`src/source/sync_fifo.sv`:
```
//////////////////////////////////////////////////
// single-clock queue, registered write and a
// read port that shows the head combinationally
// depth must be at least 2
// push while full and pop while empty are illegal
//////////////////////////////////////////////////
`timescale 1ns/100ps
`default_nettype none

module sync_fifo #(
    parameter type item_t = logic,
    parameter int  depth = 4
) (
    input  logic  clk,
    input  logic  reset,
    input  logic  push,
    input  item_t push_item,
    output logic  full,
    input  logic  pop,
    output item_t pop_item,
    output logic  empty
);

    localparam int addr_w = $clog2(depth);
    localparam int cnt_w = $clog2(depth + 1);

    item_t mem [depth];
    logic [addr_w-1:0] wr_ptr;
    logic [addr_w-1:0] rd_ptr;
    logic [cnt_w-1:0] count;

    // storage, no reset needed
    always_ff @(posedge clk) begin
        if (push) begin
            mem[wr_ptr] <= push_item;
        end
    end

    // pointers wrap at depth, not at a power of two
    always_ff @(posedge clk) begin
        if (reset) begin
            wr_ptr <= '0;
            rd_ptr <= '0;
            count <= '0;
        end else begin
            if (push) begin
                wr_ptr <= (wr_ptr == addr_w'(depth - 1)) ? '0 : wr_ptr + 1'b1;
            end
            if (pop) begin
                rd_ptr <= (rd_ptr == addr_w'(depth - 1)) ? '0 : rd_ptr + 1'b1;
            end
            // occupancy moves only when one side is active
            if (push && !pop) begin
                count <= count + cnt_w'(1);
            end else if (pop && !push) begin
                count <= count - cnt_w'(1);
            end
        end
    end

    assign full = (count == cnt_w'(depth));
    assign empty = (count == '0);
    // head item, valid whenever not empty
    assign pop_item = mem[rd_ptr];

    // neighbours must respect the flags
    a_no_overflow : assert property (@(posedge clk) disable iff (reset)
        full |-> !push);
    a_no_underflow : assert property (@(posedge clk) disable iff (reset)
        empty |-> !pop);

endmodule

`default_nettype wire

```
`config.mk`:
```
export PLATFORM = sky130hd
export DESIGN_NAME = sync_fifo
export DESIGN_NICKNAME = d
export VERILOG_FILES = /design/src/source/sync_fifo.sv
export SDC_FILE = /design/constraint.sdc
export NUM_CORES = 1
export LEC_CHECK = 0
export BUFFER_PORTS_ARGS = -buffer_cell sky130_fd_sc_hd__clkbuf_2
export CORE_AREA = 5 5 42 44
export DETAILED_ROUTE_END_ITERATION = 10
export DIE_AREA = 0 0 47 49
export GPL_TIMING_DRIVEN = 0
export PLACE_DENSITY = 0.62
export SYNTH_ARGS = -nofsm -noshare
export SYNTH_HDL_FRONTEND = slang
export SYNTH_SLANG_ARGS = --single-unit
```
`constraint.sdc`:
```
create_clock -name clk -period 1.8 [get_ports clk]
set_input_delay 0.18 -clock clk [delete_from_list [all_inputs] [get_ports clk]]
set_output_delay 0.18 -clock clk [all_outputs]
set_load 0.005 [all_outputs]
```
# Yosys cells after proc, flatten, opt, wreduce, memory -nomap -nowiden
# Memory sizes are Yosys's and may differ from the RTL's. A register that Yosys moved wholly into a read port is not among the register bits.
# Cells that the tools add are included.
# word_totals
ff_bits	7
ram_bits	4
inputBits	5
out_inout_bits	3
wordCells	25
memories	1
# mem_list
memory	words	width	rd	rd_ports_with_merged_regs	wr	line_no	text
mem	4	1	1	1	1	27	item_t mem [depth];
# classes
n_addsub	4
n_eq_ne	3
mux	8
reduce_logical	6
# op_table
cell	count
2-bit 2-to-1 mux	4
3-bit 2-to-1 mux	2
2-bit by 1-bit adder with 2-bit output, second input constant	2
2-bit == test, second input constant	2
3-bit by 1-bit adder with 3-bit output, second input constant	1
3-bit == test, second input constant	1
3-bit zero test	1
3-bit by 1-bit subtractor with 3-bit output, second input constant	1
1-bit logical AND	2
1-bit zero test	2
1-bit 2-to-1 mux	2
2-bit nonzero test	1

# Logic depth before layout (Yosys ltp)
# depth
ltp_word	4
ltp_mapped	7
depth_no_buf	7

# Worst setup path after synthesis
# Ideal clock, no wire load.
# synth_timing
kind	input to register
startpoint	input port pop
endpoint	register count[2]
setup_ns	0.070
t_arrival_ns	1.372
required_ns	1.730
path_slack_ns	0.358
stages	7
path_buffers	0
cell_sequence	inv_1 ha_1 inv_1 fa_1 xor2_1 or3_1 a21oi_1
# synth_via
elab_chain_len	3
elab_cells_between_ends	5
classes_between	mux (1); reduce/logical (4)
# synth_rtl
item	line_no	text
start, declared	19	input logic pop,
1-bit zero test	53	if (push && !pop) begin
1-bit logical AND	53	
3-bit 2-to-1 mux / 2-bit nonzero test (equally long branches)	--	
end signal, assigned	54	count <= count + cnt_w'(1);
end signal, assigned	56	count <= count - cnt_w'(1);
end, declared	30	logic [cnt_w-1:0] count;
# Several ways; a longest one is shown, not always the timed one.
# A chain may end at the register's enable or synchronous reset.

# Final worst setup path
# layout_timing
startpoint	register count[0]
endpoint	register count[2]
# layout_via
elab_chain_len	3
elab_cells_between_ends	4
classes_between	add/sub (2); mux (2)
# layout_rtl
item	line_no	text
3-bit by 1-bit subtractor with 3-bit output	56	
3-bit 2-to-1 mux	55	end else if (pop && !push) begin
3-bit 2-to-1 mux (*)	53	
# Mark *: on every way between the ends. The rest lies on a longest branch, timed or not. The select of a mux whose other input is x is not followed.

==> results <==
- The startpoint kind of the worst setup timing path is a flop.
- For the pin with the worst max-slew slack, the measured transition is 144.8 ps.
- The data arrival time of the critical path is 1650 ps.
- In this run, post-CTS repair resized a total of 0 instances.
- The total number of vias is 363.
- Entering global routing, the biggest net connects 8 pins.
- The required arrival time at the worst endpoint is 2000 ps.
- The starting utilization of the core area is 0.4161.
- The path type of the worst min-delay path is in2reg.
- The chip height is 49 µm.
- The worst register-to-register path ends at count[2].
- The TritonCTS clock tree is yes.
- The die area is 2303 µm².
- The share of synthesized area in the top cell type comes to 0.3090.
- Yosys mapped a number of flops with a built-in enable equal to 4.
- The total clock buffers created by CTS is 3.
- The first global-routing pass estimated 1255 µm of wire.
- The cell area after technology mapping is 583.1 µm².
- The total count of hold-check failures in the final report is 0.
- The fraction of the cycle the final worst path needs is 0.8049.
- The floorplan has 14 rows.
- The final-report setup violation count is 0.
- In the routed layout, each cell is associated on average with a via count of 4.776.
- The nature of the critical path endpoint is a flop.
- The average cell area after synthesis is 11.90 µm².
- The number of buffers added on ports is 7.
- For hold timing, the worst endpoint is mem[3].
- The biggest area contributor in the post-synthesis netlist is dfxtp_1.
- The maximum fanout encountered on the critical timing path is 4.
- Across the run, the number of max-cap violations was 0.
- The number of DRC violations after detailed routing is 0.
- The number of synthesized register bits is 13.
- From synthesis to final layout, the design area changed by 13.95%.
- The final global-route overflow total is 0.
- The fill cell instance count of the final layout is 145.
- Wires add up to 749 µm.
- The core occupancy in the finished layout is 0.4741.
- The number of global-route vias before repair was 331.
- The startpoint identified for the worst hold timing path is push_item.
- The final net count is 73.
- Counting I/O delays and the setup requirement, the final critical path takes 1449 ps.
- The share of flip-flops with an asynchronous set or reset is 0.
- The number of buffers on the longest clock path is 2.
- Clock-pin slew was measured on the worst setup and hold paths at 70 ps.
- For this run, the total global-route usage over all layers was measured as 0.07835.
- The clock latency on the worst-skew pair is 260 ps.
- The flow ran to the end, and the final reports show no timing, DRC or antenna violations.
- In the final layout, the share of cells above drive strength 1 is 0.1833.
- The cell with the most instances after synthesis is dfxtp_1.
- The startpoint identified for the worst register-to-register timing path is count[0].
- In the final routed layout, each cell accounts on average for 9.855 µm.
- The final total negative setup slack is 0 ps.
- The worst register-to-register path has a setup slack of 350 ps.
- The dominant register cell in the synthesized netlist is dfxtp_1.
- The gate count after technology mapping is 49.
- Detailed placement finished with a half-perimeter wire length of 600.1 µm.
- The clock tree skew after final layout is 0.4267 ps.
- After floorplanning, the core was sized to cover 1401 µm².
- The boundary pin count is 8.
- The leakage power figure is 0.0002994 µW.
- Synthesis produced a netlist with a net count of 61.
- The max-slew violation count was 0.
- Setup repair after global routing left no endpoint under its margin.
- The category of the most critical setup path is reg2reg.
- Based on the critical path, the design can be clocked at up to 0.6902 GHz.
- For this run, the detailed router's first-pass iteration total came to 4.
- The clock root buffer master is clkbuf_4.
- Dividing total power by cell area gives a power density of 944.4 nW/µm².
- Buffers added to address setup during post-CTS repair amount to 0.
- The number of sinks on the clock net is 13.
- In the synthesized netlist, the cells that appear most often are 9 x dfxtp_1, 7 x nor2_1, 6 x ha_1.
- At the end of routability-driven placement, the weighted congestion stood at 0.6538.
- The worst-case IR drop observed on VDD is 0.4664 mV.
- The share of the Yosys chip area taken by registers is 0.5150.
- In the post-synthesis netlist, the biggest area contributors are dfxtp_1 31%, edfxtp_1 21%, ha_1 13%.
- In this run the number of H-tree levels came out at 1.
- Total power for the finished layout comes to 627.4 µW.
- In this run the horizontal extent of the chip is 47 µm.
- Yosys printed 0 warnings.
- The instance count along the most critical hold path is 1.
- The total inserted antenna cells is 0.
- The post-synthesis cell type count is 15.
- The initial antenna violation count is 0.
- The worst-case reg-to-reg path depth is 4.
- Measured against its own limit, the worst slew margin works out to 0.9007.
- The detail route stage leaves a number of antenna-violating nets equal to 0.
- The count of hold-fix buffers inserted at cts is 0.
- The initial DRC count is 4.
[how the worst max path moves through the flow]
stage / depth (start not counted) / to / slack (ps) / start
CTS: 4 / count[2] / 340 / count[0]
global route: 4 / count[2] / 310 / count[0]
global placement: 7 / count[2] / 190 / push
finish: 4 / count[2] / 350 / count[0]
detailed placement: 8 / count[2] / 140 / pop
floorplan: 7 / count[2] / 360 / pop
[layer usage]
layer | vias up | wire length (µm) | GRT usage
met5 | - | 0 | 0
met4 | 0 | 12 | 0.05530
met3 | 2 | 31 | 0.03321
met2 | 5 | 359 | 0.1063
met1 | 166 | 346 | 0.09567
li1 | 190 | - | -
[power by group]
group	internal, µW	total (µW)	switching, µW
sequential	329	351	22.1
clock	85.6	171	85.1
combinational	56.2	106	49.5
[metrics by stage]
stage          hold WS (ps)  setup WS [ps]  std cells  cell area [µm²]
3_5_place_dp          408.5          141.4         72            638.1
6_report              133.9          351.1         76            664.4
3_3_place_gp          404.9          188.6         72            638.1
5_1_grt               122.7          309.0         76            664.4
4_1_cts               127.3          338.4         76            664.4
2_1_floorplan         249.1          358.3         49            583.1
[layout by cell type (no fill, tap or decap)]
master,netlist,layout
fa_1,1,1
and2_1,4,4
dfxtp_1,9,9
a21oi_1,2,2
or3_1,1,1
clkbuf_4,0,3
nor3_1,1,1
nor2_1,7,7
xor2_1,2,2
o21ai_0,1,1
inv_1,4,4
clkbuf_2,0,7
clkbuf_1,0,1
mux2i_1,4,4
ha_1,6,6
nor3b_1,2,2
edfxtp_1,4,4
mux4_2,1,1
[critical path, stage by stage (launching register included)]
cell and delay, ps:
dfxtp_1 350, fa_1 440, xor2_1 160, or3_1 300, a21oi_1 130
[cell families (layout without fill, tap and decap cells)]
| kind of cell | count (synthesis) | in the layout | synth area share |
|---|---|---|---|
| buffers and inverters | 4 | 15 | 0.02574 |
| flip-flops | 13 | 13 | 0.5150 |
| adder cells (fa/ha/maj) | 7 | 7 | 0.1631 |
| XOR/XNOR | 2 | 2 | 0.03005 |
| multiplexers | 5 | 5 | 0.1073 |
| AND/OR/NAND/NOR | 15 | 15 | 0.1330 |
| AO/OA/AOI/OAI | 3 | 3 | 0.02574 |
[final cells by class]
class | count | area, µm² | area share
flip-flops and latches | 13 | 300.3 | 0.4520
multi-input cells | 32 | 267.8 | 0.4030
repair buffers | 7 | 35.03 | 0.05273
clock buffers | 4 | 26.28 | 0.03955
well taps | 16 | 20.02 | 0.03013
inverters | 4 | 15.01 | 0.02260
Note: power is estimated with default switching activity, not from simulation.
