$ cat config.mk
export PLATFORM = sky130hd
export DESIGN_NAME = rx_frame_classifier_flat
export DESIGN_NICKNAME = d
export VERILOG_FILES = /design/src/source/eth_switch_pkg.sv /design/src/source/byte_stream_if.sv /design/src/source/rx_frame_classifier.sv /design/src/flat_wrapper.sv
export SDC_FILE = /design/constraint.sdc
export NUM_CORES = 1
export LEC_CHECK = 0
export CORE_UTILIZATION = 45
export CTS_CLUSTER_SIZE = 40
export DETAILED_ROUTE_END_ITERATION = 16
export DONT_BUFFER_PORTS = 1
export GPL_TIMING_DRIVEN = 0
export RECOVER_POWER = 25
export SLEW_MARGIN = 20
export SYNTH_ARGS = -nofsm -noshare
export SYNTH_HDL_FRONTEND = slang
export SYNTH_SLANG_ARGS = --single-unit
$ cat constraint.sdc
create_clock -name clk -period 3.35 [get_ports clk]
set_input_delay 0.335 -clock clk [delete_from_list [all_inputs] [get_ports clk]]
set_output_delay 0.335 -clock clk [all_outputs]
set_load 0.01 [all_outputs]
$ cat src/source/eth_switch_pkg.sv
//////////////////////////////////////////////////
// shared widths, protocol constants and types
// header offsets assume an untagged frame with a
// 20-byte IPv4 header; anything else routes to ps
//////////////////////////////////////////////////
`default_nettype none

package eth_switch_pkg;

    // basic widths
    typedef logic [7:0] byte_t;
    typedef logic [15:0] udp_port_t;
    typedef logic [15:0] pkt_count_t;
    // byte position, saturates at its top value
    typedef logic [5:0] hdr_offset_t;

    localparam int NUM_UDP_PORTS = 8;
    localparam int FRAME_FIFO_DEPTH = 1024;
    localparam int ROUTE_FIFO_DEPTH = 4;

    typedef udp_port_t [NUM_UDP_PORTS-1:0] port_table_t;

    // frame buffer item
    typedef struct packed {
        byte_t data;
        logic  last;
    } stream_beat_t;

    // route queue item
    typedef enum logic {
        ROUTE_PS = 1'b0,
        ROUTE_CS = 1'b1
    } route_t;

    // protocol constants
    localparam logic [15:0] ETHERTYPE_IPV4 = 16'h0800;
    localparam byte_t IPV4_VER_IHL = 8'h45;
    localparam byte_t IP_PROTO_UDP = 8'h11;

    // byte offsets from start of frame
    localparam hdr_offset_t OFF_ETHERTYPE = 6'd12;
    localparam hdr_offset_t OFF_VER_IHL = 6'd14;
    localparam hdr_offset_t OFF_IP_PROTO = 6'd23;
    localparam hdr_offset_t OFF_UDP_DPORT = 6'd36;
    // shortest frame that still holds the whole dest port
    localparam hdr_offset_t MIN_CS_LEN = 6'd38;

endpackage

`default_nettype wire

$ cat src/source/byte_stream_if.sv
//////////////////////////////////////////////////
// valid/ready byte stream with end-of-frame flag
// source holds data and last while ready is low
//////////////////////////////////////////////////
`timescale 1ns/100ps
`default_nettype none

interface byte_stream_if;
    import eth_switch_pkg::*;

    byte_t data;
    logic  valid;
    logic  ready;
    // marks final byte of a frame
    logic  last;

    modport source (
        output data,
        output valid,
        output last,
        input  ready
    );

    modport sink (
        input  data,
        input  valid,
        input  last,
        output ready
    );

endinterface

`default_nettype wire

$ cat src/source/rx_frame_classifier.sv
//////////////////////////////////////////////////
// passes input bytes into the frame buffer and
// picks one route per frame at its last byte
// frames longer than FRAME_FIFO_DEPTH stall forever
// udp_ports must hold still while frames are queued
//////////////////////////////////////////////////
`timescale 1ns/100ps
`default_nettype none

module rx_frame_classifier (
    input  logic                         clk,
    input  logic                         reset,
    byte_stream_if.sink                  s_in,
    input  eth_switch_pkg::port_table_t  udp_ports,
    output logic                         beat_push,
    output eth_switch_pkg::stream_beat_t beat_item,
    input  logic                         beat_full,
    output logic                         route_push,
    output eth_switch_pkg::route_t       route_item,
    input  logic                         route_full
);
    import eth_switch_pkg::*;

    hdr_offset_t pos;
    logic [15:0] eth_type;
    byte_t ver_ihl;
    byte_t ip_proto;
    byte_t dport_hi;
    byte_t dport_lo;
    udp_port_t dport;
    logic port_hit;
    logic len_ok;

    // last byte also needs room in the route queue
    assign s_in.ready = !beat_full && (!s_in.last || !route_full);
    assign beat_push = s_in.valid && s_in.ready;
    assign beat_item = '{data: s_in.data, last: s_in.last};
    assign route_push = beat_push && s_in.last;

    // byte position within the frame
    always_ff @(posedge clk) begin
        if (reset) begin
            pos <= '0;
        end else if (beat_push) begin
            if (s_in.last) begin
                pos <= '0;
            end else if (pos != '1) begin
                pos <= pos + 1'b1;
            end
        end
    end

    // grab header fields as they go by
    always_ff @(posedge clk) begin
        if (beat_push) begin
            case (pos)
                OFF_ETHERTYPE:              eth_type[15:8] <= s_in.data;
                OFF_ETHERTYPE + 6'd1:       eth_type[7:0] <= s_in.data;
                OFF_VER_IHL:                ver_ihl <= s_in.data;
                OFF_IP_PROTO:               ip_proto <= s_in.data;
                OFF_UDP_DPORT:              dport_hi <= s_in.data;
                OFF_UDP_DPORT + 6'd1:       dport_lo <= s_in.data;
                default: ;
            endcase
        end
    end

    // low port byte may be the current one when the frame ends there
    assign dport = (pos == OFF_UDP_DPORT + 6'd1) ? {dport_hi, s_in.data}
                                                 : {dport_hi, dport_lo};
    // last byte at position 37 or later means every field was seen
    assign len_ok = (pos >= MIN_CS_LEN - 6'd1);

    // compare against all configured ports
    always_comb begin
        port_hit = 1'b0;
        for (int i = 0; i < NUM_UDP_PORTS; i++) begin
            if (udp_ports[i] == dport) begin
                port_hit = 1'b1;
            end
        end
    end

    assign route_item = (len_ok && eth_type == ETHERTYPE_IPV4 && ver_ihl == IPV4_VER_IHL &&
                         ip_proto == IP_PROTO_UDP && port_hit) ? ROUTE_CS : ROUTE_PS;

    // a refused input byte stays offered and unchanged
    a_input_hold : assert property (@(posedge clk) disable iff (reset)
        s_in.valid && !s_in.ready |=>
            s_in.valid && $stable(s_in.data) && $stable(s_in.last));

endmodule

`default_nettype wire

$ cat src/flat_wrapper.sv
// flat-port wrapper written by rule: the top's interface ports become plain ports
module rx_frame_classifier_flat import eth_switch_pkg::*;
  (clk, reset, udp_ports, beat_push, beat_item, beat_full, route_push, route_item, route_full, s_in_data, s_in_valid, s_in_last, s_in_ready);
  byte_stream_if s_in_i ();
  input  logic clk;
  input  logic reset;
  input  eth_switch_pkg::port_table_t udp_ports;
  output logic beat_push;
  output eth_switch_pkg::stream_beat_t beat_item;
  input  logic beat_full;
  output logic route_push;
  output eth_switch_pkg::route_t route_item;
  input  logic route_full;
  input wire logic [$bits(s_in_i.data)-1:0] s_in_data;
  input wire logic [$bits(s_in_i.valid)-1:0] s_in_valid;
  input wire logic [$bits(s_in_i.last)-1:0] s_in_last;
  output wire logic [$bits(s_in_i.ready)-1:0] s_in_ready;
  assign s_in_i.data = s_in_data;
  assign s_in_i.valid = s_in_valid;
  assign s_in_i.last = s_in_last;
  assign s_in_ready = s_in_i.ready;
  rx_frame_classifier u_core (.clk(clk), .reset(reset), .s_in(s_in_i), .udp_ports(udp_ports), .beat_push(beat_push), .beat_item(beat_item), .beat_full(beat_full), .route_push(route_push), .route_item(route_item), .route_full(route_full));
endmodule
After elaboration in Yosys (flattened, before gate mapping)
Cells that the tools add are included.
{"block": "totals", "reg_bits": 54, "out_inout_bits": 13, "word_cells": 58}
{"block": "op_classes", "n_addsub": 1, "magnitude_cmp": 1, "eq_ne": 18, "mux": 12, "reduce_logical": 19}
{"cell": "== test 16 bit", "n": 8}
{"cell": "== test 6 x 4 -> 1 bit, second input constant", "n": 3}
{"cell": "== test 16 x 12 -> 1 bit, second input constant", "n": 1}
{"cell": "AND reduction 2 bit", "n": 7}
{"cell": "== test 6 bit, second input constant", "n": 2}
{"cell": "2-to-1 mux 6 bit", "n": 2}
{"cell": "2-to-1 mux 1 bit", "n": 9}
{"cell": "== test 8 x 5 -> 1 bit, second input constant", "n": 1}
{"cell": "== test 8 x 7 -> 1 bit, second input constant", "n": 1}
{"cell": "2-to-1 mux 8 bit", "n": 1}
{"cell": "logical AND 1 bit", "n": 7}
{"cell": "adder 6 x 1 -> 6 bit, second input constant", "n": 1}
{"cell": "== test 6 x 5 -> 1 bit, second input constant", "n": 1}
{"cell": ">= comparator 6 bit, second input constant", "n": 1}
{"cell": "inequality test 6 bit, second input constant", "n": 1}
{"cell": "zero test 1 bit", "n": 3}
{"cell": "nonzero test 2 bit", "n": 1}
{"cell": "logical OR 1 bit", "n": 1}

Longest topological paths before layout
{"block": "depth", "ltp_word": 13, "depth_mapped": 11}

Least setup slack after synthesis
Ideal clock, no wire load.
{"block": "synth_path", "path_type": "reg2out", "startpoint": "register u_core.pos[4]", "endpoint": "output route_item", "arrival_time_ns": 2.174, "t_required_ns": 3.015, "setup_slack_ns": 0.841, "stages_incl_launch_ff": 9, "cell_sequence": "dfxtp_1 buf_6 and4bb_2 nand2_2 or4_1 a222oi_1 nand4_1 and4b_1 a41oi_2"}
{"block": "synth_between", "elab_chain_cells": 13, "elab_cells_between_ends": 24, "cone_classes": "order compare: 1; eq/ne: 9; mux: 10; reduce/logical: 4"}
{"item": "start, declared", "line": "rx_frame_classifier.sv:24", "text": "hdr_offset_t pos;"}
{"item": "start signal, assigned", "line": "rx_frame_classifier.sv:48", "text": "pos <= pos + 1'b1;"}
{"item": "== test 6 bit", "line": "rx_frame_classifier.sv:69", "text": "assign dport = (pos == OFF_UDP_DPORT + 6'd1) ? {dport_hi, s_in.data}"}
{"item": "2-to-1 mux 8 bit", "line": "rx_frame_classifier.sv:69"}
{"item": "== test 16 bit", "line": "rx_frame_classifier.sv:78", "text": "if (udp_ports[i] == dport) begin"}
{"item": "2-to-1 mux 1 bit (8 in series)", "line": "rx_frame_classifier.sv:78"}
{"item": "logical AND 1 bit (*)", "line": "rx_frame_classifier.sv:85", "text": "ip_proto == IP_PROTO_UDP && port_hit) ? ROUTE_CS : ROUTE_PS;"}
{"item": "2-to-1 mux 1 bit (*)", "line": "rx_frame_classifier.sv:85"}
{"item": "end, declared", "line": "flat_wrapper.sv:12", "text": "output eth_switch_pkg::route_t route_item;"}
Mark *: on every way between the ends. The rest lies on a longest branch, timed or not.

Worst setup path in the final report
{"block": "layout_path", "startpoint": "register u_core.pos[5]", "endpoint": "output route_item"}
The elaborated chain is that of the path after synthesis.

==> impl_results.md <==
* Outcome: completed
* Max Slew Vio Count at 0
* Initial DRC count at 295
* Final ANT Viol Nets at 0
* Drt first pass iters at 6
* Top cells by count, synth: 75 x xnor2_1, 49 x xor2_1, 48 x edfxtp_1
* Max_cap viols at 0
* Clock Skew at 0.00729 ns
* Netlist cell types at 58
* CP endpoint kind: output port
* Slew HR at 41.0%
* CP Launch Type: register
* Final setup fails at 0
* Row count at 35
* Post-synth EDFFs at 48
* WL per Instance at 23.1 um
* Final Power at 0.00127 W
* Crit Path Class: reg2out
* Residual DRC count at 0
* Diodes inserted at 0
* Final Hold Fails at 0
* Pint at 0.000970 W
* H-tree levels at 2
* Number of port buffers at 0
* Vias in the first global route at 3,556
* Tot GR Track Use at 27.0%
* Deepest clock path buffer count at 2
* Clk sinks at 54
* VDD IR-drop max at 164 uV
* Worst EP required at 3.01 ns
* Detailed-route via count at 3,700
* Pwr dens at 272 nW/um2
* Seq/Total Area, Yosys at 35.6%
* CTS Buf Count at 5
* Number of synthesized register bits at 54
* Post-DR vias/cell at 6.08
* Crit path arrival time at 2.91 ns
* Final WL at 14,000 um
* Initial core utilization at 47.1%
* Post-Synthesis Cell Area at 4390 um2
* Ys flop type: edfxtp_1
* FF-to-FF Start: u_core.pos[5]
* Mapped Cells at 472
* Yosys warns at 0
* Switching Share at 23.9%
* Most common cell in the synthesized netlist: xnor2_1
* Pin count of the biggest net entering global routing at 19
* Initial antenna violation count at 0
* Async SR Flop Fraction at 0%
* Hold Startpoint: reset
* Max frequency at 0.308 GHz
* Die Footprint at 10,200 um2
* DP HPWL at 10,800 um
* Setup TNS at 0 ns
* Fin crit period at 3.25 ns
* Post-synth top area share at 32.8%
* Sequential share of power at 57.5%
* Crit path launch: u_core.pos[5]
* CTS root buf: clkbuf_8
* Top post-synthesis cells by area: edfxtp_1 33%, xnor2_1 15%, xor2_1 9.8%, nand4_1 3.0%, dfxtp_1 2.7%
* Hold Crit Class: in2reg
* Die height at 101 um
* Post-synthesis net count at 619
* Worst-skew pair later-pin latency at 0.31 ns
* First-pass GRT wire length at 20,000 um
* Sw power at 0.000304 W
* Grt total ovfl at 0
* GP Congestion at 0.928
* RSZ-0062 raised after global routing: false
* CTS tree: yes
* Clock slew at reported path FFs at 0.10 ns
* Fin crit share at 96.9%
* Cell taking the most area after synthesis: edfxtp_1
* Post-Syn Area per Cell at 9.30 um2
* FILL cells at 873
* Boundary pin count at 155
* Fin nets at 626
* Leak pwr at 1.46 nW
* Core area at 9330 um2
* Combinational Power Share at 13.2%
* Clk pwr share at 29.3%
* Layout area overhead at 6.55%
* Worst-path maximum fanout at 16
* Die Span X at 101 um
* Worst slew pin tran at 0.877 ns
* Layout cell share with drive strength beyond 1 at 7.71%
logic make-up after synthesis:
family / Yosys count / share of synthesized area [%]
XOR/XNOR: 124 / 24.7
flip-flops: 54 / 35.6
adder cells (fa/ha/maj): 5 / 1.42
buffers and inverters: 63 / 6.41
multiplexers: 3 / 0.684
AO/OA/AOI/OAI: 89 / 14.1
AND/OR/NAND/NOR: 134 / 17.0
timing repair:
action | 4_1_cts | 5_1_grt
setup endpoints to repair | 1 | 1
resized for setup | 1 | 5
hold buffers | 0 | 0
buffers inserted | 0 | 1
cloned | 0 | 0
pin swaps | 0 | 1
critical path, cell delays in order, from the launching register on:
cell	delay [ns]
dfxtp_1	0.31
buf_2	0.19
and4bb_2	0.29
nand2_2	0.22
or4_1	0.58
a222oi_1	0.34
nand4_1	0.12
and4b_1	0.26
a41oi_2	0.29
layout by cell type, fill, tap and decap left out, drive strengths merged, types with 4 or more instances in the layout:
cell type / count
nand2: 19
nand2b: 4
a2111oi: 6
a21oi: 22
o211ai: 5
o22ai: 16
dfxtp: 6
ha: 5
or2: 4
edfxtp: 48
buf: 15
nand4: 21
nor3: 13
o21ai: 7
xor2: 49
nand3: 6
inv: 29
a211oi: 6
nor4: 16
and2: 7
nor2: 25
xnor2: 75
clkbuf: 24
registers in the layout, summed over array words and instances (netlist names):
signal           count
u_core.ip_proto      8
u_core.eth_type     16
u_core.pos           6
u_core.ver_ihl       8
u_core.dport_lo      8
u_core.dport_hi      8
metrics by stage:
step	setup WS [ns]	util (%)	cells	cell area, um2	hold WS, ns
floorplan	0.841	-	472	4390	0.404
global placement	0.319	48.8	601	4550	0.407
detailed placement	0.323	48.9	601	4560	0.407
CTS	0.0560	49.9	608	4650	0.0713
global route	0.00136	50.2	609	4680	0.0742
finish	0.103	50.2	609	4680	0.0764
power groups by stage:
stage / registers [W] / logic [W] / clock network, W
2_1_floorplan: 0.000748 / 0.000138 / 0
3_3_place_gp: 0.000748 / 0.000160 / 0
3_5_place_dp: 0.000748 / 0.000164 / 0
4_1_cts: 0.000732 / 0.000165 / 0.000380
5_1_grt: 0.000733 / 0.000182 / 0.000403
6_report: 0.000732 / 0.000168 / 0.000374
metal layers:
metal / vias to the layer above / track usage [%] / share of wire (%)
li1: 1730 / - / -
met1: 1728 / 34.3 / 40
met2: 221 / 44.4 / 47
met3: 21 / 8.53 / 12
met4: 0 / 6.80 / 1.9
met5: - / 0 / 0
area by class of cell:
class                           instances  area (um2)  share of cell area (%)
Inverter                               29         109                    2.33
Clock buffer                            5        68.8                    1.47
Tap cell                              129         161                    3.45
Buffer                                 33         170                    3.64
Timing Repair Buffer                    1        7.51                   0.160
Sequential cell                        54        1560                    33.4
Clock inverter                          3        26.3                   0.562
Multi-Input combinational cell        355        2570                    55.0
path summary, 6_finish.rpt:
kind                   endpoint  cells after the start  slack [ns]
max                  route_item                      8        0.10
min               u_core.pos[1]                      1        0.08
max reg2reg  u_core.dport_lo[5]                      5        1.07
min reg2reg       u_core.pos[1]                      2        0.53
(Power assumes the default switching activity.)
