--- config.mk ---
export PLATFORM = sky130hd
export DESIGN_NAME = tx_route_switch_flat
export DESIGN_NICKNAME = d
export VERILOG_FILES = /design/src/source/eth_switch_pkg.sv /design/src/source/byte_stream_if.sv /design/src/source/tx_route_switch.sv /design/src/flat_wrapper.sv
export SDC_FILE = /design/constraint.sdc
export NUM_CORES = 1
export LEC_CHECK = 0
export ABC_AREA = 0
export CORE_ASPECT_RATIO = 1.1
export CORE_MARGIN = 10
export CORE_UTILIZATION = 52
export DETAILED_ROUTE_END_ITERATION = 8
export DONT_BUFFER_PORTS = 1
export PLACE_DENSITY = 0.67
export SLEW_MARGIN = 20
export SYNTH_ARGS = -nofsm -noshare
export SYNTH_HDL_FRONTEND = slang
export SYNTH_SLANG_ARGS = --single-unit
--- constraint.sdc ---
create_clock -name clk -period 2.33 [get_ports clk]
set_clock_uncertainty 0.2 [all_clocks]
set_input_delay 0.3495 -clock clk [delete_from_list [all_inputs] [get_ports clk]]
set_output_delay 0.3495 -clock clk [all_outputs]
set_load 0.03 [all_outputs]
--- src/source/eth_switch_pkg.sv ---
//////////////////////////////////////////////////
// shared widths, protocol constants and types
// header offsets assume an untagged frame with a
// 20-byte IPv4 header; anything else routes to ps
//////////////////////////////////////////////////
`default_nettype none

package eth_switch_pkg;

    // basic widths
    typedef logic [7:0] byte_t;
    typedef logic [15:0] udp_port_t;
    typedef logic [15:0] pkt_count_t;
    // byte position, saturates at its top value
    typedef logic [5:0] hdr_offset_t;

    localparam int NUM_UDP_PORTS = 8;
    localparam int FRAME_FIFO_DEPTH = 1024;
    localparam int ROUTE_FIFO_DEPTH = 4;

    typedef udp_port_t [NUM_UDP_PORTS-1:0] port_table_t;

    // frame buffer item
    typedef struct packed {
        byte_t data;
        logic  last;
    } stream_beat_t;

    // route queue item
    typedef enum logic {
        ROUTE_PS = 1'b0,
        ROUTE_CS = 1'b1
    } route_t;

    // protocol constants
    localparam logic [15:0] ETHERTYPE_IPV4 = 16'h0800;
    localparam byte_t IPV4_VER_IHL = 8'h45;
    localparam byte_t IP_PROTO_UDP = 8'h11;

    // byte offsets from start of frame
    localparam hdr_offset_t OFF_ETHERTYPE = 6'd12;
    localparam hdr_offset_t OFF_VER_IHL = 6'd14;
    localparam hdr_offset_t OFF_IP_PROTO = 6'd23;
    localparam hdr_offset_t OFF_UDP_DPORT = 6'd36;
    // shortest frame that still holds the whole dest port
    localparam hdr_offset_t MIN_CS_LEN = 6'd38;

endpackage

`default_nettype wire

--- src/source/byte_stream_if.sv ---
//////////////////////////////////////////////////
// valid/ready byte stream with end-of-frame flag
// source holds data and last while ready is low
//////////////////////////////////////////////////
`timescale 1ns/100ps
`default_nettype none

interface byte_stream_if;
    import eth_switch_pkg::*;

    byte_t data;
    logic  valid;
    logic  ready;
    // marks final byte of a frame
    logic  last;

    modport source (
        output data,
        output valid,
        output last,
        input  ready
    );

    modport sink (
        input  data,
        input  valid,
        input  last,
        output ready
    );

endinterface

`default_nettype wire

--- src/source/tx_route_switch.sv ---
//////////////////////////////////////////////////
// drains the frame buffer one frame at a time to
// the output named by the head route
// a stalled output blocks the other one too
//////////////////////////////////////////////////
`timescale 1ns/100ps
`default_nettype none

module tx_route_switch (
    input  logic                         clk,
    input  logic                         reset,
    output logic                         beat_pop,
    input  eth_switch_pkg::stream_beat_t beat_item,
    input  logic                         beat_empty,
    output logic                         route_pop,
    input  eth_switch_pkg::route_t       route_item,
    input  logic                         route_empty,
    byte_stream_if.source                cs_out,
    byte_stream_if.source                ps_out,
    output eth_switch_pkg::pkt_count_t   cs_pkt_count,
    output eth_switch_pkg::pkt_count_t   ps_pkt_count
);
    import eth_switch_pkg::*;

    typedef enum logic {
        SW_IDLE,
        SW_SEND
    } sw_state_t;

    sw_state_t state;
    route_t cur_route;
    logic head_ok;
    logic sel_ready;
    logic frame_done;

    // take the next route only between frames
    assign route_pop = (state == SW_IDLE) && !route_empty;

    // head beat present while sending
    assign head_ok = (state == SW_SEND) && !beat_empty;

    assign cs_out.valid = head_ok && (cur_route == ROUTE_CS);
    assign ps_out.valid = head_ok && (cur_route == ROUTE_PS);
    // valid alone marks which output owns the byte
    assign cs_out.data = beat_item.data;
    assign cs_out.last = beat_item.last;
    assign ps_out.data = beat_item.data;
    assign ps_out.last = beat_item.last;

    assign sel_ready = (cur_route == ROUTE_CS) ? cs_out.ready : ps_out.ready;
    assign beat_pop = head_ok && sel_ready;
    assign frame_done = beat_pop && beat_item.last;

    // FSM waits in idle until a route is queued
    always_ff @(posedge clk) begin
        if (reset) begin
            state <= SW_IDLE;
            cur_route <= ROUTE_PS;
        end else begin
            case (state)
                SW_IDLE: begin
                    if (route_pop) begin
                        cur_route <= route_item;
                        state <= SW_SEND;
                    end
                end
                SW_SEND: begin
                    if (frame_done) begin
                        state <= SW_IDLE;
                    end
                end
                default: state <= SW_IDLE;
            endcase
        end
    end

    // frame counters wrap at 16 bits
    always_ff @(posedge clk) begin
        if (reset) begin
            cs_pkt_count <= '0;
            ps_pkt_count <= '0;
        end else if (frame_done) begin
            if (cur_route == ROUTE_CS) begin
                cs_pkt_count <= cs_pkt_count + 1'b1;
            end else begin
                ps_pkt_count <= ps_pkt_count + 1'b1;
            end
        end
    end

    // a queued route always has its frame's bytes behind it
    a_route_has_frame : assert property (@(posedge clk) disable iff (reset)
        route_pop |-> !beat_empty);

    // a waiting cs byte stays offered and unchanged
    a_cs_hold : assert property (@(posedge clk) disable iff (reset)
        cs_out.valid && !cs_out.ready |=> cs_out.valid && $stable(cs_out.data));

endmodule

`default_nettype wire

--- src/flat_wrapper.sv ---
// flat-port wrapper written by rule: the top's interface ports become plain ports
module tx_route_switch_flat import eth_switch_pkg::*;
  (clk, reset, beat_pop, beat_item, beat_empty, route_pop, route_item, route_empty, cs_pkt_count, ps_pkt_count, cs_out_data, cs_out_valid, cs_out_last, cs_out_ready, ps_out_data, ps_out_valid, ps_out_last, ps_out_ready);
  byte_stream_if cs_out_i ();
  byte_stream_if ps_out_i ();
  input  logic clk;
  input  logic reset;
  output logic beat_pop;
  input  eth_switch_pkg::stream_beat_t beat_item;
  input  logic beat_empty;
  output logic route_pop;
  input  eth_switch_pkg::route_t route_item;
  input  logic route_empty;
  output eth_switch_pkg::pkt_count_t cs_pkt_count;
  output eth_switch_pkg::pkt_count_t ps_pkt_count;
  output wire logic [$bits(cs_out_i.data)-1:0] cs_out_data;
  output wire logic [$bits(cs_out_i.valid)-1:0] cs_out_valid;
  output wire logic [$bits(cs_out_i.last)-1:0] cs_out_last;
  input wire logic [$bits(cs_out_i.ready)-1:0] cs_out_ready;
  output wire logic [$bits(ps_out_i.data)-1:0] ps_out_data;
  output wire logic [$bits(ps_out_i.valid)-1:0] ps_out_valid;
  output wire logic [$bits(ps_out_i.last)-1:0] ps_out_last;
  input wire logic [$bits(ps_out_i.ready)-1:0] ps_out_ready;
  assign cs_out_data = cs_out_i.data;
  assign cs_out_valid = cs_out_i.valid;
  assign cs_out_last = cs_out_i.last;
  assign cs_out_i.ready = cs_out_ready;
  assign ps_out_data = ps_out_i.data;
  assign ps_out_valid = ps_out_i.valid;
  assign ps_out_last = ps_out_i.last;
  assign ps_out_i.ready = ps_out_ready;
  tx_route_switch u_core (.clk(clk), .reset(reset), .beat_pop(beat_pop), .beat_item(beat_item), .beat_empty(beat_empty), .route_pop(route_pop), .route_item(route_item), .route_empty(route_empty), .cs_out(cs_out_i), .ps_out(ps_out_i), .cs_pkt_count(cs_pkt_count), .ps_pkt_count(ps_pkt_count));
endmodule
# After elaboration in Yosys (flattened, before gate mapping)
# Index checks and enable logic that the tools add are counted.
# word_totals
reg_bits	34
inputBits	16
out_inout_bits	54
word_cells	23
# op_classes
n_addsub	2
mux	4
n_bitwise	2
n_reduce_logical	11
# ops
op	count
$add 16x1->16 const B	2
$logic_and 1x1->1	6
$reduce_and 2->1	3
$mux 1	3
$logic_not 1->1	2
$not 1->1	2
$pmux 1 s2	1

# Longest topological paths before layout
# Gate-level depths: netlist of run 1.
# depth
word_depth	6
depth_mapped	6
depth_no_buf	5

# Worst setup path before layout of run 1
# No wires, ideal clock.
# synth_path
path_kind	register -> register
startpoint	reg u_core.ps_pkt_count[0]
endpoint	reg u_core.ps_pkt_count[15]
setup_time_ns	0.070
arrival_ns	1.892
t_required_ns	2.060
path_slack_ns	0.168
path_stages_with_launch	6
path_buffers	1
synth_period_minus_slack_ns	2.162
cell_sequence	dfxtp_1 -> and4b_1 -> or4b_1 -> buf_2 -> or4_1 -> a21oi_1
# synth_between
elab_chain_len	1
# synth_lines
element	line_no	source
start, declared	tx_route_switch.sv:21	output eth_switch_pkg::pkt_count_t ps_pkt_count
start signal, assigned	tx_route_switch.sv:86	ps_pkt_count <= ps_pkt_count + 1'b1;
$add 16x1->16	tx_route_switch.sv:86	
# Every way passes these cells.
# A chain may end at the register's enable or synchronous reset.

# Worst setup path in the final report of run 1
# layout_path
startpoint	reg u_core.state
endpoint	reg u_core.ps_pkt_count[15]
# layout_between
elab_chain_len	4
# layout_lines
element	line_no	source
start, declared	tx_route_switch.sv:30	sw_state_t state;
start signal, assigned	tx_route_switch.sv:57	state <= SW_IDLE;
start signal, assigned	tx_route_switch.sv:64	state <= SW_SEND;
start signal, assigned	tx_route_switch.sv:69	state <= SW_IDLE;
$logic_and 1x1->1	tx_route_switch.sv:40	assign head_ok = (state == SW_SEND) && !beat_empty;
$logic_and 1x1->1	tx_route_switch.sv:51	assign beat_pop = head_ok && sel_ready;
$logic_and 1x1->1	tx_route_switch.sv:52	assign frame_done = beat_pop && beat_item.last;
$reduce_and 2->1 (no source line)	--	
# Every way passes these cells.

==> flow_summary.toml, run 1 <==
[setup_path]
regToRegSetupSlack_ns = 0.14
crit_start = "u_core.state$_SDFF_PP0_"
element_type_at_the_critical_path_end = "register"
setup.worst_path.start_class = "register"
worstPathRequired_ns = 2.41
timing.critical_path.arrival_ns = 2.27
rr_startpoint = "u_core.state$_SDFF_PP0_"
critPathKind = "reg2reg"
critical_path_peak_fanout = 9

[logic_synthesis]
cell_types_with_the_largest_area_share_after_synthesis = "dfxtp_1, buf_4, xnor2_1"
postSynthRegisterBits = 34
async_flop_share_pct = 0
synth.distinct_cells = 34
synth_top_flop_cell = "dfxtp_1"
per_instance_average_area_after_synthesis_um2 = 8.20
ys_seq_area_share_pct = 39.5
synth.net_count = 228
synth_most_common_cell = "dfxtp_1"
syn_inst = 210
netlist.area_leader.share_pct = 39.5
synth_enable_flop_cells = 0
synth_area_um2 = 1720
ys.warnings.count = 0
yosys.area.top_type = "dfxtp_1"
post_synth_most_frequent_cells = "dfxtp_1, nor2_1, buf_4"

[timing]
timing.hold.ws_ns = 0.0396
slew_headroom_pct = 55.1
timing_hold_violations_final = 0
setup_viol = 0
layout_worst_path_cycle_share_pct = 94.1
final-max-slew-violation-count = 0
rsz_0062_raised_after_global_routing = "false"
min_period_ns = 2.19
totalNegativeSetupSlack_ns = 0
tightestPinTransition_ns = 0.670
max_clock_freq_mhz = 456

[routing]
drtAntennaViolNets = 0
drc = 0
detail_route.vias_per_cell = 5.82
aggregate_routed_wire_length_um = 4100
avgRoutedWirePerCell_um = 16.3
detail_route.first_pass.iterations = 4
route.vias.total = 1461
starting_drc_count_in_detailed_routing = 119

[clock_tree]
cts_max_path_buffers = 2
cts-resized-gates = 0
tritoncts_sinks = 34
tritoncts = "done"
clock_tree.root_cell = "clkbuf_4"
cts.clk_slew.worst_paths_ns = 0.10
cts_max_level = 2
cts_inserted_buffers = 5
clk_latency_ns = 0.34

[power]
p_switching_mw = 0.215
ir_worst_vdd_mv = 0.303
p_leak_nw = 0.629
total_power_mw = 0.927
fraction_of_power_consumed_by_sequential_logic_pct = 63.5
power_density_nw_per_um2 = 503
power_frac_clock_pct = 31.9
comb_power_share_pct = 4.6
power.switching_fraction_pct = 23.2
p_int_mw = 0.712

[global_route]
first_global_vias = 1408
grt_first_pass_wirelength_um = 6690
grt_antenna_before_repair = 0
grt_start_max_net_pins = 34
grt.total_usage_pct = 14.2
gr-total-overflow = 0

[cells_and_area]
n_antenna_cell = 0
flow.area_growth_from_synthesis_pct = 7.19
multi_input_comb_area_um2 = 837
filler_cells = 294
design.final.nets = 235
regArea_um2 = 681
final_layout_size_suffix_gt1_share_pct = 14.7

[placement]
post_detailed_placement_half_perimeter_wirelength_um = 3170
gpl_congestion = 0.762
buffer_ports.inserted = 0

[floorplan]
dieArea_um2 = 6020
placeableCoreArea_um2 = 3130
start_util_pct = 55.1
rows = 21
num_io_pins = 70
dieHeight_um = 80.4
die_width_um = 74.9

[min_path]
start_point_of_the_worst_hold_path = "route_empty"
hold_path_class = "in2reg"

[run_status]
outcome = "finished clean"

[job]
max-cap-violations = 0
[registers in the layout, indices dropped and copies added (netlist names)]
signal               cells
u_core.cur_route         1
u_core.cs_pkt_count     16
u_core.ps_pkt_count     16
u_core.state             1
[final timing paths]
path	to	cells past startpoint
max	u_core.ps_pkt_count[15]$_SDFFE_PP0P_	4
min	u_core.cur_route$_SDFFE_PP0P_	2
max reg2reg	u_core.ps_pkt_count[15]$_SDFFE_PP0P_	4
min reg2reg	u_core.ps_pkt_count[1]$_SDFFE_PP0P_	2
[worst max-delay path: stages (launching register included)]
cell	delay, ns
dfxtp_1	0.44
nand3b_1	0.22
or4b_1	0.69
or4_1	0.45
a21oi_1	0.15
[routing by layer]
layer	up-vias	share of wire [%]	wire, um	GRT usage, %
met5	-	0	0	0
met4	0	1.2	49	4.73
met3	9	13	531	8.86
met2	57	52	2110	24.8
met1	676	34	1400	13.1
li1	719	-	-	-
[logic make-up after synthesis]
group / Yosys count / synth area share (%)
AOI/OAI and AO/OA: 33 / 10.4
xor gates and xnor gates: 17 / 8.65
adders and majority gates: 2 / 1.45
buffers and inverters: 34 / 11.8
DFF: 34 / 39.5
muxes: 1 / 0.654
and+or+nand+nor: 89 / 27.5
[power by group through the flow]
| stage | Combinational [mW] | Clock (mW) | Sequential, mW |
|---|---|---|---|
| after global placement | 0.0287 | 0 | 0.602 |
| after CTS | 0.0429 | 0.306 | 0.589 |
| after detailed placement | 0.0295 | 0 | 0.602 |
| after floorplan | 0.0911 | 0 | 0.601 |
| after global routing | 0.0475 | 0.332 | 0.590 |
| final | 0.0425 | 0.296 | 0.589 |
[layout by cell type, fill, tap and decap left out]
master and count:
buf_12 1, nand2_1 12, or4_1 3, inv_1 8
xor2_1 2, a21oi_1 16, ha_1 2, or3_1 11
o31ai_1 1, clkbuf_1 2, nor4b_1 1, nand4b_1 1
and4b_1 1, and3_1 1, o21ba_2 1, nor2_1 24
a211o_1 1, or4b_1 1, nor2b_1 1, clkbuf_4 5
dlygate4sd3_1 1, buf_4 24, mux2_2 1, and4_1 2
nand4_1 7, nor3_1 9, nand2b_1 2, o21a_1 1
nand3b_1 2, xnor2_1 15, o21ai_0 13, and3b_1 1
nand3_1 7, dfxtp_1 34, nor4_1 3
[what timing repair did]
action | CTS | global route
hold buffers | 2 | 0
hold endpoints to repair | 33 | 0
setup endpoints to repair | 0 | 0
buffers inserted | 0 | 0
[area by class of cell]
cell class	count	share of cell area (%)
multi-input combinational	142	45.4
timing repair buffer	26	11.4
clock buffer	7	2.44
sequential	34	36.9
inverter	8	1.63
tap	34	2.31
[per-stage QoR]
stage / area (um2) / worst slack [ns] / instances / util, %
after floorplan: 1720 / 0.168 / 210 / -
after global placement: 1770 / 0.230 / 242 / 56.6
after detailed placement: 1770 / 0.165 / 242 / 56.6
after CTS: 1850 / 0.137 / 251 / 59.0
after global routing: 1850 / 0.0362 / 251 / 59.0
final: 1850 / 0.136 / 251 / 59.0
Power figures use the tool's default switching activity.
==> inputs of run 2 (changes only) <==
--- a/config.mk
+++ b/config.mk
@@ -5,10 +5,11 @@
 export SDC_FILE = /design/constraint.sdc
 export NUM_CORES = 1
 export LEC_CHECK = 0
-export ABC_AREA = 0
+export ABC_AREA = 1
 export CORE_ASPECT_RATIO = 1.1
 export CORE_MARGIN = 10
 export CORE_UTILIZATION = 52
+export CTS_CLUSTER_SIZE = 20
 export DETAILED_ROUTE_END_ITERATION = 8
 export DONT_BUFFER_PORTS = 1
 export PLACE_DENSITY = 0.67
==> flow_summary.toml, run 2 <==
[cells_and_area]
design.final.nets = 333
finish.instance_area_um2 = 2130
filler_cells = 397
biggestRegsByFlops = "u_core.cs_pkt_count x16, u_core.ps_pkt_count x16"
mostFrequentLayoutCell = "nand2_1"
fin_util_pct = 57.8
mostFrequentLayoutCells = "nand2_1, nor2_1, dfxtp_1"
final_cells = 364
flow.area_growth_from_synthesis_pct = 6.24
final_layout_size_suffix_gt1_share_pct = 13.1
regArea_um2 = 681
n_antenna_cell = 0
multi_input_comb_area_um2 = 1040

[floorplan]
placeableCoreArea_um2 = 3680
rows = 23
num_io_pins = 70
start_util_pct = 54.4
dieHeight_um = 85.1
die_width_um = 79.2
dieArea_um2 = 6740

[logic_synthesis]
ys_seq_area_share_pct = 34.0
post_synth_most_frequent_cells = "nand2_1, nor2_1, dfxtp_1"
yosys.area.top_type = "dfxtp_1"
synth_top_flop_cell = "dfxtp_1"
postSynthRegisterBits = 34
ys.warnings.count = 0
syn_inst = 311
synth_area_um2 = 2000
cell_types_with_the_largest_area_share_after_synthesis = "dfxtp_1, nand2_1, nor2_1"
netlist.area_leader.share_pct = 34.0
synth_most_common_cell = "nand2_1"
per_instance_average_area_after_synthesis_um2 = 6.45
synth.distinct_cells = 25
async_flop_share_pct = 0
synth.net_count = 329
synth_enable_flop_cells = 0

[clock_tree]
cts_max_path_buffers = 2
tritoncts = "done"
tritoncts_sinks = 34
cts.clk_slew.worst_paths_ns = 0.06
clock_tree.root_cell = "clkbuf_8"
clk_latency_ns = 0.28
cts_max_level = 2
cts_inserted_buffers = 5
cts-resized-gates = 0

[timing]
rsz_0062_raised_after_global_routing = "false"
totalNegativeSetupSlack_ns = 0
tightestPinTransition_ns = 0.623
max_clock_freq_mhz = 502
slew_headroom_pct = 58.3
setup_viol = 0
layout_worst_path_cycle_share_pct = 85.5
timing_hold_violations_final = 0
final-max-slew-violation-count = 0
min_period_ns = 1.99
post-route-worst-setup-slack_ns = 0.339
timing.hold.ws_ns = 0.0101

[min_path]
hold_path_class = "in2reg"
worstHoldPathCells = 3

[global_route]
grt_first_pass_wirelength_um = 7850
first_global_vias = 1677
gr-total-overflow = 0
grt_antenna_before_repair = 0
grt_start_max_net_pins = 25
grt.total_usage_pct = 14.3

[power]
ir_worst_vdd_mv = 0.365
power_density_nw_per_um2 = 521
total_power_mw = 1.11
p_leak_nw = 0.853

[routing]
route.vias.total = 1844
drtAntennaViolNets = 0
detail_route.vias_per_cell = 5.07
drc = 0
starting_drc_count_in_detailed_routing = 138
aggregate_routed_wire_length_um = 4710
detail_route.first_pass.iterations = 5
avgRoutedWirePerCell_um = 13.0

[job]
max-cap-violations = 0

[placement]
placed_cell_area_um2 = 2040
post_detailed_placement_half_perimeter_wirelength_um = 3530
place_ws_ns = 0.426
buffer_ports.inserted = 0
gpl_congestion = 0.872
placed_cells = 357

[setup_path]
r2r_cells = 8
element_type_at_the_critical_path_end = "output pin"
critPathKind = "reg2out"
worstPathRequired_ns = 1.78
setup.worst_path.start_class = "register"
timing.critical_path.arrival_ns = 1.44
critical_path_peak_fanout = 4

[run_status]
outcome = "finished clean"
## run 2: cell count changes after synthesis, sizes merged, moves of 3 or more
cell	previous run	this run
nand3	7	22
xnor2	15	2
nand2	12	79
or4	3	0
or3	11	0
buf	20	23
nor4	3	0
nor3	9	2
inv	8	25
clkbuf	6	2
nand4	7	3
nor2	24	80
## run 2: final timing paths
check                                                   start                              endpoint  slack (ns)
worst max-delay path                  u_core.state$_SDFF_PP0_                          ps_out_valid        0.34
worst min-delay path                                    reset  u_core.ps_pkt_count[15]$_SDFFE_PP0P_        0.01
worst max register to register  u_core.cur_route$_SDFFE_PP0P_  u_core.ps_pkt_count[14]$_SDFFE_PP0P_        0.42
worst min register to register        u_core.state$_SDFF_PP0_               u_core.state$_SDFF_PP0_        0.28
## run 2: power by group
part | internal, mW | switching, mW
Combinational | 0.0217 | 0.0568
Sequential | 0.588 | 0.0108
Clock | 0.228 | 0.205
Total | 0.838 | 0.272
## run 2: cell families after synthesis
logic type      count (synthesis)  synth area share (%)
fa+ha+maj                       2                  1.25
buf+inv                        50                  14.3
simple gates                  187                  39.7
compound gates                 33                  8.61
xor+xnor                        5                  2.19
flops                          34                  34.0
## run 2: per-layer routing
metal | vias to the layer above | part of all wire [%] | GRT usage, %
met5 | - | 0 | 0
met4 | 0 | 1.0 | 5.55
met1 | 824 | 40 | 15.0
li1 | 965 | - | -
met2 | 50 | 50 | 24.6
met3 | 5 | 9.5 | 5.80
## run 2: final cells by class
class | instances | area share [%]
timing repair buffer | 22 | 7.87
multi-input combinational | 227 | 48.7
sequential | 34 | 32.0
clock buffer | 6 | 3.88
tap | 50 | 2.94
inverter | 25 | 4.64
## run 2: critical path: stages, from the launching register on
cell,delay [ns]
dfxtp_1,0.35
inv_1,0.06
nor2_2,0.20
inv_1,0.09
nor2_1,0.47
## run 2: timing repair
item                                    CTS  global route
hold buffers                              1             0
buffers inserted                          0             0
endpoints found under the setup margin    0             0
endpoints found under the hold margin     9             0
